<file path="config.mk">
export PLATFORM = sky130hd
export DESIGN_NAME = wb_err_gen
export DESIGN_NICKNAME = d
export VERILOG_FILES = /design/src/wb_bus_pkg.sv /design/src/err_gen_pkg.sv /design/src/wb_req_decode.sv /design/src/wb_out_tracker.sv /design/src/wb_rsp_merge.sv /design/src/wb_err_gen.sv
export VERILOG_INCLUDE_DIRS = /design/src
export SDC_FILE = /design/constraint.sdc
export NUM_CORES = 1
export LEC_CHECK = 0
export BUFFER_PORTS_ARGS = -buffer_cell sky130_fd_sc_hd__buf_2
export CAP_MARGIN = 20
export CORE_AREA = 2 2 58 60
export DETAILED_ROUTE_END_ITERATION = 7
export DIE_AREA = 0 0 60 62
export PLACE_DENSITY = 0.81
export SLEW_MARGIN = 5
export SYNTH_ARGS = -nofsm -noshare
export SYNTH_HDL_FRONTEND = slang
export SYNTH_SLANG_ARGS = --single-unit
</file>
<file path="constraint.sdc">
create_clock -name clk_i -period 1.7 [get_ports clk_i]
set_input_delay 0.17 -clock clk_i [delete_from_list [all_inputs] [get_ports clk_i]]
set_output_delay 0.17 -clock clk_i [all_outputs]
set_load 0.03 [all_outputs]
</file>
<file path="src/err_gen_consts.svh">
/*
 * bus widths and limits of the error generator, shared by packages and RTL
 * CNT_WIDTH must be able to hold MAX_OUTSTANDING itself, not just MAX_OUTSTANDING-1
 */
`ifndef ERR_GEN_CONSTS_SVH
`define ERR_GEN_CONSTS_SVH

// --------------------
// bus widths
// --------------------
`define ADR_WIDTH 16         // address bus
`define DAT_WIDTH 16         // read and write data
`define SEL_WIDTH 2          // byte selects, one per byte of DAT_WIDTH

// --------------------
// target selection
// --------------------
`define TGT_CNT 4            // one-hot tag, all zero means no target

// --------------------
// outstanding tracking
// --------------------
`define MAX_OUTSTANDING 4    // forwarded requests awaiting a response
`define CNT_WIDTH 3          // 0..MAX_OUTSTANDING

`endif

</file>
<file path="src/wb_bus_pkg.sv">
/*
 * field types of the pipelined Wishbone bus on both sides of the generator
 * widths follow err_gen_consts.svh
 */
`default_nettype none

`include "err_gen_consts.svh"

package wb_bus_pkg;

   // --------------------
   // request fields
   // --------------------
   typedef logic [`ADR_WIDTH-1:0] adr_t;    // byte address
   typedef logic [`DAT_WIDTH-1:0] dat_t;    // write data and read data
   typedef logic [`SEL_WIDTH-1:0] sel_t;    // byte lanes

   // one bit per target, forwarded unchanged with the request
   typedef logic [`TGT_CNT-1:0] tgtsel_t;   // zero tag is answered locally

endpackage

`default_nettype wire

</file>
<file path="src/err_gen_pkg.sv">
/*
 * classification of the initiator cycle as seen by all generator stages
 * REQ_NONE covers idle cycles and cycles with cyc high but stb low
 */
`default_nettype none

package err_gen_pkg;

   // --------------------
   // request kind
   // --------------------
   typedef enum logic [1:0]
   {
      REQ_NONE    = 2'b00,    // no strobe this cycle
      REQ_VALID   = 2'b01,    // tag has a target, forward
      REQ_INVALID = 2'b10     // tag all zero, answer with err
   } req_kind_t;

   // 2'b11 is never produced by the decoder
   // the kind is combinational, it says nothing about acceptance
   // acceptance comes with the separate strobes of the decoder

endpackage

`default_nettype wire

</file>
<file path="src/wb_req_decode.sv">
/*
 * combinational input stage, zero cycles from initiator to target
 * a valid request is held back from the target while the tracker is full
 * an invalid request is held while any forwarded request is outstanding
 */
`default_nettype none

module wb_req_decode
   import wb_bus_pkg::*;
   import err_gen_pkg::*;
(
   input  logic      itr_cyc_i,       // initiator bus cycle
   input  logic      itr_stb_i,       // initiator strobe
   input  logic      itr_we_i,        // write enable
   input  sel_t      itr_sel_i,       // byte selects
   input  adr_t      itr_adr_i,       // address
   input  dat_t      itr_dat_i,       // write data
   input  tgtsel_t   itr_tgtsel_i,    // one-hot target tag
   input  logic      tgt_stall_i,     // target back-pressure
   input  logic      busy_i,          // forwarded requests outstanding
   input  logic      full_i,          // outstanding limit reached
   output req_kind_t req_kind_o,      // class of this cycle
   output logic      fwd_accept_o,    // valid request taken by target
   output logic      inval_accept_o,  // invalid request taken locally
   output logic      itr_stall_o,     // back-pressure to initiator
   output logic      tgt_cyc_o,       // target bus cycle
   output logic      tgt_stb_o,       // target strobe
   output logic      tgt_we_o,
   output sel_t      tgt_sel_o,
   output adr_t      tgt_adr_o,
   output dat_t      tgt_dat_o,
   output tgtsel_t   tgt_tgtsel_o
);

   logic is_valid;                    // strobe with a target
   logic is_inval;                    // strobe without a target

   // --------------------
   // classification
   // --------------------
   always_comb
   begin
      if (!(itr_cyc_i && itr_stb_i))
         req_kind_o = REQ_NONE;
      else if (|itr_tgtsel_i)
         req_kind_o = REQ_VALID;
      else
         req_kind_o = REQ_INVALID;
   end

   assign is_valid = (req_kind_o == REQ_VALID);
   assign is_inval = (req_kind_o == REQ_INVALID);

   // --------------------
   // target side
   // --------------------
   // cyc stays up while responses are owed, even under an invalid strobe
   assign tgt_cyc_o    = itr_cyc_i & (is_valid | busy_i);
   assign tgt_stb_o    = is_valid & ~full_i;          // no strobe past the limit
   assign tgt_we_o     = itr_we_i;                    // payload passes unchanged
   assign tgt_sel_o    = itr_sel_i;
   assign tgt_adr_o    = itr_adr_i;
   assign tgt_dat_o    = itr_dat_i;
   assign tgt_tgtsel_o = itr_tgtsel_i;

   // --------------------
   // stall and accept
   // --------------------
   always_comb
   begin
      unique case (req_kind_o)
         REQ_VALID:   itr_stall_o = tgt_stall_i | full_i;
         REQ_INVALID: itr_stall_o = busy_i;           // wait for in-order slot
         default:     itr_stall_o = 1'b0;
      endcase
   end

   assign fwd_accept_o   = tgt_stb_o & ~tgt_stall_i;
   assign inval_accept_o = is_inval & ~busy_i;

endmodule

`default_nettype wire

</file>
<file path="src/wb_out_tracker.sv">
/*
 * counts forwarded requests that still await ack, err or rty from the target
 * acceptance and response in the same cycle leave the count unchanged
 * the target must answer no earlier than the cycle after acceptance
 */
`default_nettype none

`include "err_gen_consts.svh"

module wb_out_tracker
   import err_gen_pkg::*;
(
   input  logic      clk_i,
   input  logic      rst_i,           // async, active high
   input  req_kind_t req_kind_i,      // class of current cycle
   input  logic      fwd_accept_i,    // request taken by target
   input  logic      tgt_ack_i,       // target acknowledge
   input  logic      tgt_err_i,       // target error
   input  logic      tgt_rty_i,       // target retry
   output logic      busy_o,          // count nonzero
   output logic      full_o           // count at the limit
);

   logic [`CNT_WIDTH-1:0] cnt_q;      // outstanding forwarded requests
   logic [`CNT_WIDTH-1:0] cnt_d;
   logic                  tgt_rsp;    // any target response this cycle

   assign tgt_rsp = tgt_ack_i | tgt_err_i | tgt_rty_i;

   // --------------------
   // next count
   // --------------------
   always_comb
   begin
      cnt_d = cnt_q;                                  // hold by default
      unique case ({fwd_accept_i, tgt_rsp})
         2'b10:   cnt_d = cnt_q + 1'b1;               // new request in flight
         2'b01:   cnt_d = cnt_q - 1'b1;               // one retired
         default: cnt_d = cnt_q;                      // none, or one in one out
      endcase
   end

   // --------------------
   // counter register
   // --------------------
   always_ff @(posedge clk_i or posedge rst_i)
   begin
      if (rst_i)
      begin
         cnt_q <= '0;
      end
      else
      begin
         cnt_q <= cnt_d;
      end
   end

   // --------------------
   // status
   // --------------------
   assign busy_o = (cnt_q != '0);
   assign full_o = (cnt_q == `CNT_WIDTH'(`MAX_OUTSTANDING));

   // the decoder masks the strobe when full, so the count stays bounded
   cnt_limit_a: assert property (
      @(posedge clk_i) disable iff (rst_i)
      cnt_q <= `CNT_WIDTH'(`MAX_OUTSTANDING))
      else $error("outstanding count above limit");

   // a response with nothing in flight, or in the acceptance cycle itself
   no_early_rsp_a: assert property (
      @(posedge clk_i) disable iff (rst_i)
      tgt_rsp |-> busy_o)
      else $error("target response without outstanding request");

   // only a request classified valid may be counted
   fwd_is_valid_a: assert property (
      @(posedge clk_i) disable iff (rst_i)
      fwd_accept_i |-> (req_kind_i == REQ_VALID))
      else $error("forwarded accept on non-valid request");

endmodule

`default_nettype wire

</file>
<file path="src/wb_rsp_merge.sv">
/*
 * output stage, the generated err is registered one cycle after acceptance
 * ack, rty and read data pass through combinationally
 * read data is forced to zero while the generated err is shown
 */
`default_nettype none

module wb_rsp_merge
   import wb_bus_pkg::*;
   import err_gen_pkg::*;
(
   input  logic      clk_i,
   input  logic      rst_i,           // async, active high
   input  req_kind_t req_kind_i,      // class of current cycle
   input  logic      inval_accept_i,  // invalid request taken locally
   input  logic      tgt_ack_i,
   input  logic      tgt_err_i,
   input  logic      tgt_rty_i,
   input  dat_t      tgt_dat_i,       // target read data
   output logic      itr_ack_o,
   output logic      itr_err_o,
   output logic      itr_rty_o,
   output dat_t      itr_dat_o        // read data to initiator
);

   logic err_pend_q;                  // generated err due this cycle

   // --------------------
   // error pending
   // --------------------
   always_ff @(posedge clk_i or posedge rst_i)
   begin
      if (rst_i)
      begin
         err_pend_q <= 1'b0;
      end
      else
      begin
         err_pend_q <= inval_accept_i;                // one cycle per accept
      end
   end

   // --------------------
   // response merge
   // --------------------
   assign itr_ack_o = tgt_ack_i;
   assign itr_err_o = tgt_err_i | err_pend_q;
   assign itr_rty_o = tgt_rty_i;
   assign itr_dat_o = err_pend_q ? '0 : tgt_dat_i;   // no stale data on err

   // the busy stall in the decoder keeps both response sources apart
   no_rsp_clash_a: assert property (
      @(posedge clk_i) disable iff (rst_i)
      err_pend_q |-> !(tgt_ack_i || tgt_err_i || tgt_rty_i))
      else $error("generated err collides with target response");

   // local accept only for target-less requests
   inval_is_inval_a: assert property (
      @(posedge clk_i) disable iff (rst_i)
      inval_accept_i |-> (req_kind_i == REQ_INVALID))
      else $error("local accept on request with a target");

endmodule

`default_nettype wire

</file>
<file path="src/wb_err_gen.sv">
/*
 * pipelined Wishbone error generator between one initiator and one target
 * requests with an all-zero target tag get err one cycle after acceptance
 * responses stay in order, a target-less request waits for the target to drain
 */
`default_nettype none

module wb_err_gen
   import wb_bus_pkg::*;
   import err_gen_pkg::*;
(
   input  logic    clk_i,
   input  logic    rst_i,             // async, active high
   // initiator side
   input  logic    itr_cyc_i,
   input  logic    itr_stb_i,
   input  logic    itr_we_i,
   input  sel_t    itr_sel_i,
   input  adr_t    itr_adr_i,
   input  dat_t    itr_dat_i,
   input  tgtsel_t itr_tgtsel_i,
   output logic    itr_ack_o,
   output logic    itr_err_o,
   output logic    itr_rty_o,
   output logic    itr_stall_o,
   output dat_t    itr_dat_o,
   // target side
   output logic    tgt_cyc_o,
   output logic    tgt_stb_o,
   output logic    tgt_we_o,
   output sel_t    tgt_sel_o,
   output adr_t    tgt_adr_o,
   output dat_t    tgt_dat_o,
   output tgtsel_t tgt_tgtsel_o,
   input  logic    tgt_ack_i,
   input  logic    tgt_err_i,
   input  logic    tgt_rty_i,
   input  logic    tgt_stall_i,
   input  dat_t    tgt_dat_i
);

   req_kind_t req_kind;               // class of current cycle
   logic      fwd_accept;             // to tracker
   logic      inval_accept;           // to response merge
   logic      busy;                   // from tracker
   logic      full;

   // --------------------
   // input stage
   // --------------------
   wb_req_decode wb_req_decode_i (
      .itr_cyc_i      (itr_cyc_i),
      .itr_stb_i      (itr_stb_i),
      .itr_we_i       (itr_we_i),
      .itr_sel_i      (itr_sel_i),
      .itr_adr_i      (itr_adr_i),
      .itr_dat_i      (itr_dat_i),
      .itr_tgtsel_i   (itr_tgtsel_i),
      .tgt_stall_i    (tgt_stall_i),
      .busy_i         (busy),
      .full_i         (full),
      .req_kind_o     (req_kind),
      .fwd_accept_o   (fwd_accept),
      .inval_accept_o (inval_accept),
      .itr_stall_o    (itr_stall_o),
      .tgt_cyc_o      (tgt_cyc_o),
      .tgt_stb_o      (tgt_stb_o),
      .tgt_we_o       (tgt_we_o),
      .tgt_sel_o      (tgt_sel_o),
      .tgt_adr_o      (tgt_adr_o),
      .tgt_dat_o      (tgt_dat_o),
      .tgt_tgtsel_o   (tgt_tgtsel_o)
   );

   // --------------------
   // outstanding count
   // --------------------
   wb_out_tracker wb_out_tracker_i (
      .clk_i        (clk_i),
      .rst_i        (rst_i),
      .req_kind_i   (req_kind),
      .fwd_accept_i (fwd_accept),
      .tgt_ack_i    (tgt_ack_i),
      .tgt_err_i    (tgt_err_i),
      .tgt_rty_i    (tgt_rty_i),
      .busy_o       (busy),
      .full_o       (full)
   );

   // --------------------
   // output stage
   // --------------------
   wb_rsp_merge wb_rsp_merge_i (
      .clk_i          (clk_i),
      .rst_i          (rst_i),
      .req_kind_i     (req_kind),
      .inval_accept_i (inval_accept),
      .tgt_ack_i      (tgt_ack_i),
      .tgt_err_i      (tgt_err_i),
      .tgt_rty_i      (tgt_rty_i),
      .tgt_dat_i      (tgt_dat_i),
      .itr_ack_o      (itr_ack_o),
      .itr_err_o      (itr_err_o),
      .itr_rty_o      (itr_rty_o),
      .itr_dat_o      (itr_dat_o)
   );

endmodule

`default_nettype wire

</file>
==> results of run 1 <==
==> worst reg2reg max path, delay by kind of cell, from the launching register on <==
| family | cells | cell delay, ns |
|---|---|---|
| and+or+nand+nor | 2 | 0.26 |
| buffers and inverters | 1 | 0.04 |
| DFF | 1 | 0.37 |
| AOI/OAI and AO/OA | 1 | 0.14 |
| adders and majority gates | 2 | 0.51 |
| xor gates and xnor gates | 2 | 0.29 |
==> state kept, by name, indices dropped and copies added (netlist names) <==
name                       count
wb_rsp_merge_i.err_pend_q      1
wb_out_tracker_i.cnt_q         3
==> power by group through the flow <==
stage / registers (mW) / clock network [mW] / logic (mW)
6_report: 0.159 / 0.119 / 0.451
5_1_grt: 0.165 / 0.126 / 0.500
4_1_cts: 0.161 / 0.123 / 0.458
3_5_place_dp: 0.162 / 0 / 0.455
3_3_place_gp: 0.158 / 0 / 0.434
2_1_floorplan: 0.172 / 0 / 0.428
==> through the flow <==
| step | total power [mW] | instance area (um^2) | TNS, ns | hold slack, ns | worst slack (ns) |
|---|---|---|---|---|---|
| 2_1_floorplan | 0.5995 | 715.7 | -0.3231 | -0.06392 | -0.2186 |
| 3_3_place_gp | 0.5924 | 772.0 | -0.4766 | 0.05239 | -0.2986 |
| 3_5_place_dp | 0.6173 | 772.0 | -0.5571 | 0.05515 | -0.3431 |
| 4_1_cts | 0.7422 | 810.8 | -0.06697 | 0.2627 | -0.06697 |
| 5_1_grt | 0.7908 | 817.0 | -0.1479 | 0.2764 | -0.1468 |
| 6_report | 0.7289 | 817.0 | -0.05367 | 0.2692 | -0.05367 |
==> metal layers <==
metal  part of all wire, %  vias up  routed length (um)
met5                     0        -                   0
met1                    32      245                 464
met2                    55       28                 806
met3                    11       10                 167
met4                   2.3        0                  34
li1                      -      279                   -
==> cell usage after synthesis (all sizes together) <==
cell	count
dfrtp	4
nor4	1
a21oi	1
nor2b	16
fa	1
nand3	1
xnor2	1
or3	1
mux2i	1
clkbuf	1
o21ai	1
or2	2
xor2	2
buf	41
ha	1
nand4	2
nor2	2
or4	1
o311ai	1
a211o	1
inv	4
nand2	2
==> layout make-up <==
type,count,area [um^2]
clock buffer,3,22.52
fill,360,2362
inverter,4,15.01
timing repair buffer,60,332.8
multi-input combinational,38,289.0
tap,46,57.56
sequential,4,100.1
==> timing repair <==
action                     CTS  global route
setup endpoints to repair    1             2
pin swaps                    2             0
hold endpoints to repair     4             0
gates resized for setup      1             1
hold buffers                 1             0
==> cell families (layout without fill, tap and decap cells) <==
family | Yosys count | count (layout) | synth area share [%]
muxes | 1 | 1 | 1.418
buffers and inverters | 46 | 67 | 46.28
adders and majority gates | 2 | 2 | 4.610
AOI/OAI and AO/OA | 4 | 4 | 4.964
xor gates and xnor gates | 3 | 3 | 3.724
and+or+nand+nor | 28 | 28 | 24.82
DFF | 4 | 4 | 14.18
==> worst max-delay path by stage <==
stage / start / to / slack, ns
after floorplan: itr_tgtsel_i[2] / wb_out_tracker_i.cnt_q[2] / -0.22
after global placement: itr_tgtsel_i[2] / wb_out_tracker_i.cnt_q[2] / -0.30
after detailed placement: itr_tgtsel_i[2] / wb_out_tracker_i.cnt_q[2] / -0.34
after CTS: itr_tgtsel_i[2] / wb_out_tracker_i.cnt_q[2] / -0.07
after global routing: itr_tgtsel_i[2] / wb_out_tracker_i.cnt_q[2] / -0.15
final: itr_tgtsel_i[2] / wb_out_tracker_i.cnt_q[2] / -0.05
==> layout by cell type (no fill, tap or decap), drive strengths merged <==
cell type	netlist	final
buf	41	59
nor2b	16	16
dfrtp	4	4
inv	4	4
clkbuf	1	3
xor2	2	2
nor2	2	2
nand2	2	2
nand4	2	2
or2	2	2
xnor2	1	1
or4	1	1
nand3	1	1
a211o	1	1
or3	1	1
o311ai	1	1
a21oi	1	1
nor4	1	1
o21ai	1	1
mux2i	1	1
fa	1	1
ha	1	1
dlygate4sd3	0	1
==> impl_metrics.yaml, run 1 <==
setup_path:
  path_class: "in2reg"
  slowest_stage: "or4_4"
  crit_fanout: 2
  cpLargestDelayFamily: "simple AND/OR/NAND/NOR gates"
  cp_slowest_stage_delay_ns: 0.53
  crit_chain: "buf_6 > or4_4 > nand3_2 > a211o_1 > ha_2 > inv_2 > fa_2 > xor2_1 > nor2_1 > xor2_1"
  worstSetupStartpointType: "input port"
  crit_buf_inv: 2
  end_kind: "register"
  worst_ep_required_time_ns: 1.86
  cp.depth: 10
  ff2ff_path_depth: 8
  reg2reg_slack_ns: 0.01
  r2r_start: "wb_out_tracker_i.cnt_q[0]"
  r2r_end: "wb_out_tracker_i.cnt_q[2]"
  crit_top_cell: "xor2_1"
  arrival_ns: 1.91
min_path:
  hold_start: "itr_stb_i"
  holdPathStages: 3
  worstHoldEndpoint: "wb_rsp_merge_i.err_pend_q"
  min_path_type: "in2reg"
sta:
  final.period_utilization_pct: 103.2
  relSlewSlack_pct: 67.89
  fin_ws_ns: -0.05367
  fmax_ghz: 0.5702
  worstMarginPinSlew_ns: 0.4817
  period_needed_ns: 1.754
  finalHoldViolations: 0
  maxSlewViolCount: 0
  clock_skew_ns: 0.001427
  rsz0062_at_grt: "yes"
  setup_viol: 1
route:
  drt-vias-per-instance: 3.626
  dr.pass1.iters: 3
  totalWireLength_um: 1471
  drtIter0Drc: 3
  drc_errors: 0
  ant_nets: 0
  post_drt_wl_per_cell_um: 9.490
  route.vias.total: 562
clock_tree:
  cts_setup_buffers: 0
  clk_pin_slew_ns: 0.04
  root_buffer: "clkbuf_4"
  cts.sinks: 4
  clock_path_buffers: 2
  cts_tree: "done"
  clkLatencyLatePin_ns: 0.24
  htreeDepth: 1
  numCtsBuffers: 3
outcome:
  violations: "setup timing"
  status: "finished with violations"
pwr:
  leakage_nw: 0.4366
  internal_power_mw: 0.4146
  powerDensity_nw_per_um2: 892.2
  clockPowerShare_pct: 16.3
  switching_power_mw: 0.3143
  combPwrFrac_pct: 61.9
  switching_share_pct: 43.12
  seq_power_share_pct: 21.8
  peakVddDrop_mv: 0.2781
floorplanning:
  io-pin-count: 124
  die_x_um: 60
  core_um2: 3179
  start_util_pct: 22.20
  rows: 21
  die_h_um: 62
  dieArea_um2: 3720
global_route:
  grt_antenna_before_repair: 0
  grt_use_met1_pct: 7.606
  first_global_vias: 484
  use_met2_pct: 11.65
  top_usage_layer: "met2"
  grt_pass1_wl_um: 1994
  grt_max_degree: 18
  grt-ovfl-total: 0
  grt_util_all_layers_pct: 7.433
  met3_usage_pct: 3.520
yosys:
  synth_nets: 153
  ys_ff_latch: 4
  synth_top_area_cell: "buf_4"
  ys_seq_area_share_pct: 14.18
  syn_inst: 88
  yosys-top-cells-area: "buf_4, dfrtp_1, nor2b_1"
  synth.avg_cell_area_um2: 8.019
  synth_cell_types: 22
  yosysWarnings: 0
  syn-cell-area_um2: 705.7
  synth_top_area_share_pct: 43.62
final_layout:
  syn2layout_area_growth_pct: 15.78
  diodes: 0
  drive_above_1_share_pct: 65.14
  nets: 176
  fin_cells: 155
  final_core_util_pct: 25.70
flow_run:
  maxCapViolCount: 0
placed_design:
  place_hpwl_um: 1287
  placement.io_buffers: 53
  routabilityCongestion: 0.6509
  dp_cells: 151
No activity file was read; power rests on OpenSTA's default activity.
==> inputs of run 2 (changes only) <==
Settings changed: PLACE_DENSITY 0.81 to 0.82, SYNTH_HIERARCHICAL set to 1.
==> run 2 against run 1 <==
Effect of this change: the run still ends with setup timing left; clock power is essentially flat; maximum frequency fell by 1.4%; sequential power hardly changed; critical path type is now reg2reg; final area grew 8.0%; first-iteration DRC count rose by 33%; critical path depth unchanged; largest power group unchanged; utilization increased by 2.0 points.
==> impl_metrics.yaml, run 2 <==
outcome:
  status: "finished with violations"
  violations: "setup timing"
pwr:
  peakVddDrop_mv: 0.5763
  seq_power_share_pct: 18.9
  powerDensity_nw_per_um2: 957.1
  leakage_nw: 0.4685
  switching_power_mw: 0.3370
  clockPowerShare_pct: 14.3
  internal_power_mw: 0.5072
  total_power_mw: 0.8443
  combPwrFrac_pct: 66.7
  switching_share_pct: 39.92
setup_path:
  slowest_stage: "dfrtp_1"
  worst_ep_required_time_ns: 1.86
  ff2ff_path_depth: 10
  r2r_start: "wb_out_tracker_i/cnt_q[0]"
  crit_chain: "inv_2 > and3_4 > nor4_4 > inv_1 > ha_2 > inv_2 > fa_2 > xor2_1 > nor2_1 > xor2_1"
  worstSetupStartpointType: "register"
  arrival_ns: 1.94
  cpLargestDelayFamily: "adder cells"
  crit_buf_inv: 3
  r2r_end: "wb_out_tracker_i/cnt_q[2]"
  crit_fanout: 2
  reg2reg_slack_ns: -0.08
  end_kind: "register"
  cp_slowest_stage_delay_ns: 0.38
  path_class: "reg2reg"
sta:
  fin_ws_ns: -0.07875
  finalHoldViolations: 0
  final.period_utilization_pct: 104.6
  period_needed_ns: 1.779
  setup_viol: 2
  maxSlewViolCount: 0
  fmax_ghz: 0.5622
  relSlewSlack_pct: 69.46
  timing.hold.ws_ns: 0.3220
  clock_skew_ns: 0.004213
  worstMarginPinSlew_ns: 0.4581
  rsz0062_at_grt: "yes"
placed_design:
  placement.io_buffers: 53
  routabilityCongestion: 0.7409
  place_hpwl_um: 1216
  dp_cells: 153
route:
  dr.pass1.iters: 2
  drc_errors: 0
  totalWireLength_um: 1489
  drtIter0Drc: 4
  drt-vias-per-instance: 3.789
  route.vias.total: 610
  ant_nets: 0
  post_drt_wl_per_cell_um: 9.248
yosys:
  synth.avg_cell_area_um2: 8.154
  yosysWarnings: 6
  syn-cell-area_um2: 725.7
  synth_nets: 154
  syn_inst: 89
clock_tree:
  cts.sinks: 4
  cts_tree: "done"
  root_buffer: "clkbuf_4"
  clock_path_buffers: 2
  clkLatencyLatePin_ns: 0.24
  numCtsBuffers: 3
  htreeDepth: 1
  clk_pin_slew_ns: 0.04
global_route:
  grt_pass1_wl_um: 1994
  grt_max_degree: 18
  grt_util_all_layers_pct: 7.569
  first_global_vias: 481
  grt_antenna_before_repair: 0
  grt-ovfl-total: 0
floorplanning:
  core_um2: 3179
  io-pin-count: 124
  die_x_um: 60
  rows: 21
  die_h_um: 62
  dieArea_um2: 3720
  start_util_pct: 22.83
final_layout:
  final_cell_mix: "buf_2, buf_4, nor2b_1"
  syn2layout_area_growth_pct: 21.55
  diodes: 0
  final_common_cell: "buf_2"
  nets: 182
  top_regs: "wb_out_tracker_i/cnt_q: 3 flops, wb_rsp_merge_i/err_pend_q: 1 flops"
  largest_register: "wb_out_tracker_i/cnt_q"
  largest_register_ffs: 3
  fin_cells: 161
  drive_above_1_share_pct: 67.83
flow_run:
  maxCapViolCount: 0
min_path:
  min_path_type: "in2async"
## run 2: changes by cell type in the layout (fill, tap and decap cells not counted), sizes merged, moves of 2 or more
cell   before  now
and2b       0    5
buf        59   64
nor2b      16   11
inv         4    6
nand4       2    0
## run 2: how the worst max path moves through the flow
| stage | end | slack (ns) | depth (start not counted) | start |
|---|---|---|---|---|
| 3_3_place_gp | wb_out_tracker_i/cnt_q[1] | -0.06 | 8 | wb_out_tracker_i/cnt_q[1] |
| 5_1_grt | wb_out_tracker_i/cnt_q[2] | -0.21 | 10 | wb_out_tracker_i/cnt_q[0] |
| 3_5_place_dp | wb_out_tracker_i/cnt_q[2] | -0.11 | 10 | wb_out_tracker_i/cnt_q[1] |
| 4_1_cts | wb_out_tracker_i/cnt_q[2] | -0.07 | 10 | wb_out_tracker_i/cnt_q[0] |
| 2_1_floorplan | wb_out_tracker_i/cnt_q[2] | -0.06 | 10 | wb_out_tracker_i/cnt_q[0] |
| 6_report | wb_out_tracker_i/cnt_q[2] | -0.08 | 10 | wb_out_tracker_i/cnt_q[0] |
## run 2: repair_timing
action	in CTS	in global routing
setup buffers	3	1
gates resized for setup	2	4
pin swaps	3	0
hold buffers	1	0
hold endpoints to repair	4	0
setup endpoints to repair	3	3
## run 2: area by class of cell
cell class / instances / area [um^2]
timing repair buffer: 65 / 360.3
fill: 352 / 2297
clock buffer: 3 / 22.52
sequential: 4 / 100.1
inverter: 6 / 22.52
multi-input combinational: 37 / 319.1
tap: 46 / 57.56
## run 2: layer usage
layer	track usage (%)	wire length, um
met3	2.899	145
met1	6.625	502
met2	12.27	771
met4	9.206	68
met5	0	0
## run 2: stage by stage
| stage | util, % | TNS, ns | instance area [um^2] | setup WS [ns] |
|---|---|---|---|---|
| final | 27.74 | -0.1217 | 882.1 | -0.07875 |
| after global routing | 27.74 | -0.3620 | 882.1 | -0.2065 |
| after CTS | 27.00 | -0.1221 | 858.3 | -0.06860 |
| after detailed placement | 24.91 | -0.2011 | 792.0 | -0.1126 |
| after global placement | 24.91 | -0.1124 | 792.0 | -0.05689 |
| after floorplan | - | -0.06942 | 735.7 | -0.05656 |
## run 2: worst register-to-register path: cells and delay by family (launching register included)
family	cells	cell delay (ns)
adders and majority gates	2	0.50
xor gates and xnor gates	2	0.31
buffers and inverters	3	0.16
DFF	1	0.38
and+or+nand+nor	3	0.34
## run 2: power by group through the flow
stage | clock (mW) | sequential [mW] | combinational (mW)
final | 0.121 | 0.160 | 0.563
after global routing | 0.132 | 0.162 | 0.618
after CTS | 0.128 | 0.160 | 0.535
after detailed placement | 0 | 0.162 | 0.465
after global placement | 0 | 0.158 | 0.454
after floorplan | 0 | 0.162 | 0.428
==> inputs of run 3 (changes only) <==
==> constraint.sdc (replaced) <==
create_clock -name clk_i -period 1.7 [get_ports clk_i]
set_input_delay 0.34 -clock clk_i [delete_from_list [all_inputs] [get_ports clk_i]]
set_output_delay 0.34 -clock clk_i [all_outputs]
set_load 0.03 [all_outputs]
==> run 3 against run 2 <==
Effect of this change: the run still ends with setup timing left; highest routed layer unchanged; utilization is 1.5 points higher; critical path type is now reg2out; via count up 0.82%; clock skew about the same; largest power group unchanged; worst setup slack worse by 0.029 ns; clock power shrank 4%; combinational power rose by 8.0%; global-route usage rose by 1.3 points; worst hold slack better by 0.19 ns.
==> impl_metrics.yaml, run 3 (synthesized netlist as in run 2, its figures left out) <==
final_layout:
  final_cell_mix: "buf_2, buf_4, nor2b_1"
  final_common_cell: "buf_2"
  fin_cells: 165
  top_regs: "wb_out_tracker_i/cnt_q: 3 flops, wb_rsp_merge_i/err_pend_q: 1 flops"
  syn2layout_area_growth_pct: 27.93
  drive_above_1_share_pct: 71.43
  fill_cells: 334
  seq_area_um2: 101.3
  largest_register_ffs: 3
  nets: 186
  diodes: 0
  multi_input_area_um2: 321.6
  largest_register: "wb_out_tracker_i/cnt_q"
sta:
  timing.hold.ws_ns: 0.5103
  setup_viol: 4
  fmax_ghz: 0.5532
  final.period_utilization_pct: 106.3
  rsz0062_at_grt: "yes"
  relSlewSlack_pct: 83.19
  fin_ws_ns: -0.1078
  worstMarginPinSlew_ns: 0.2521
  maxSlewViolCount: 0
  finalHoldViolations: 0
  period_needed_ns: 1.808
  clock_skew_ns: 0.004049
clock_tree:
  cts.sinks: 4
  htreeDepth: 1
  clkLatencyLatePin_ns: 0.23
  cts_tree: "done"
  numCtsBuffers: 3
  clk_pin_slew_ns: 0.04
  clock_path_buffers: 2
  root_buffer: "clkbuf_4"
floorplanning:
  core_um2: 3179
  io-pin-count: 124
  die_x_um: 60
  start_util_pct: 22.83
  rows: 21
  dieArea_um2: 3720
  die_h_um: 62
setup_path:
  r2r_end: "wb_out_tracker_i/cnt_q[2]"
  worstSetupStartpointType: "register"
  path_class: "reg2out"
  crit_fanout: 3
  end_kind: "output pin"
  worst_ep_required_time_ns: 1.36
  reg2reg_slack_ns: -0.10
  arrival_ns: 1.47
  r2r_start: "wb_out_tracker_i/cnt_q[0]"
  ff2ff_path_depth: 10
placed_design:
  dp_cells: 155
  placement.io_buffers: 53
  routabilityCongestion: 0.8316
  place_hpwl_um: 1309
global_route:
  first_global_vias: 571
  grt_pass1_wl_um: 2359
  grt-ovfl-total: 0
  grt_util_all_layers_pct: 8.910
  grt_max_degree: 18
  grt_antenna_before_repair: 0
route:
  post_drt_wl_per_cell_um: 9.497
  ant_nets: 0
  dr.pass1.iters: 2
  drc_errors: 0
  drt-vias-per-instance: 3.727
  route.vias.total: 615
  drtIter0Drc: 8
  totalWireLength_um: 1567
pwr:
  leakage_nw: 0.4913
  switching_power_mw: 0.3359
  peakVddDrop_mv: 0.2899
  powerDensity_nw_per_um2: 951.6
  internal_power_mw: 0.5476
  combPwrFrac_pct: 68.8
  clockPowerShare_pct: 13.1
  seq_power_share_pct: 18.1
  switching_share_pct: 38.02
outcome:
  violations: "setup timing"
  status: "finished with violations"
flow_run:
  maxCapViolCount: 0
min_path:
  min_path_type: "in2async"
==> run 3: cell types whose count changed in the layout (fill, tap and decap cells not counted), sizes merged <==
cell / previous run / this run
buf: 64 / 68
==> run 3: power by group through the flow <==
stage	Clock [mW]	Sequential (mW)	Combinational, mW
floorplan	0	0.160	0.429
global placement	0	0.156	0.456
detailed placement	0	0.162	0.461
CTS	0.121	0.161	0.591
global route	0.127	0.166	0.674
finish	0.116	0.160	0.608
==> run 3: cell type report <==
| type | instances | share of cell area (%) |
|---|---|---|
| timing repair buffer | 69 | 43.40 |
| multi-input combinational | 37 | 34.64 |
| clock buffer | 3 | 2.426 |
| inverter | 6 | 2.426 |
| tap | 46 | 6.199 |
| sequential | 4 | 10.92 |
==> run 3: per-layer routing <==
layer	up-vias	routed length [um]	GRT usage [%]
met5	-	0	0
met4	0	55	7.619
met3	10	217	4.969
met2	44	789	14.44
met1	265	505	8.125
li1	296	-	-
==> run 3: worst max-delay path by stage <==
stage,start,to,cells after the start,slack [ns]
2_1_floorplan,itr_tgtsel_i[0],wb_out_tracker_i/cnt_q[2],9,-0.15
6_report,wb_out_tracker_i/cnt_q[1],itr_stall_o,5,-0.11
3_5_place_dp,itr_tgtsel_i[0],wb_out_tracker_i/cnt_q[2],10,-0.27
3_3_place_gp,itr_tgtsel_i[0],wb_out_tracker_i/cnt_q[2],10,-0.21
4_1_cts,wb_out_tracker_i/cnt_q[0],wb_out_tracker_i/cnt_q[2],10,-0.10
5_1_grt,wb_out_tracker_i/cnt_q[0],wb_out_tracker_i/cnt_q[2],10,-0.23
==> run 3: through the flow <==
step | power, mW | setup WS [ns] | setup TNS, ns | cell area, um^2 | utilization [%]
finish | 0.8835 | -0.1078 | -0.2846 | 928.4 | 29.20
detailed placement | 0.6231 | -0.2706 | -0.3953 | 807.0 | 25.38
global route | 0.9674 | -0.2282 | -0.6319 | 928.4 | 29.20
global placement | 0.6122 | -0.2051 | -0.2842 | 807.0 | 25.38
CTS | 0.8735 | -0.1008 | -0.3020 | 909.6 | 28.61
floorplan | 0.5896 | -0.1520 | -0.1773 | 735.7 | -
==> run 3: what timing repair did <==
action | in CTS | in global routing
resized for setup | 7 | 6
setup endpoints to repair | 4 | 9
hold buffers | 1 | 0
buffers inserted | 6 | 0
pin swaps | 7 | 4
endpoints found under the hold margin | 4 | 0
==> run 3: critical path, cell delays in order, from the launching register on <==
cell,delay [ns]
dfrtp_1,0.37
buf_4,0.13
or3_4,0.40
nand3_2,0.09
mux2i_1,0.07
buf_4,0.17
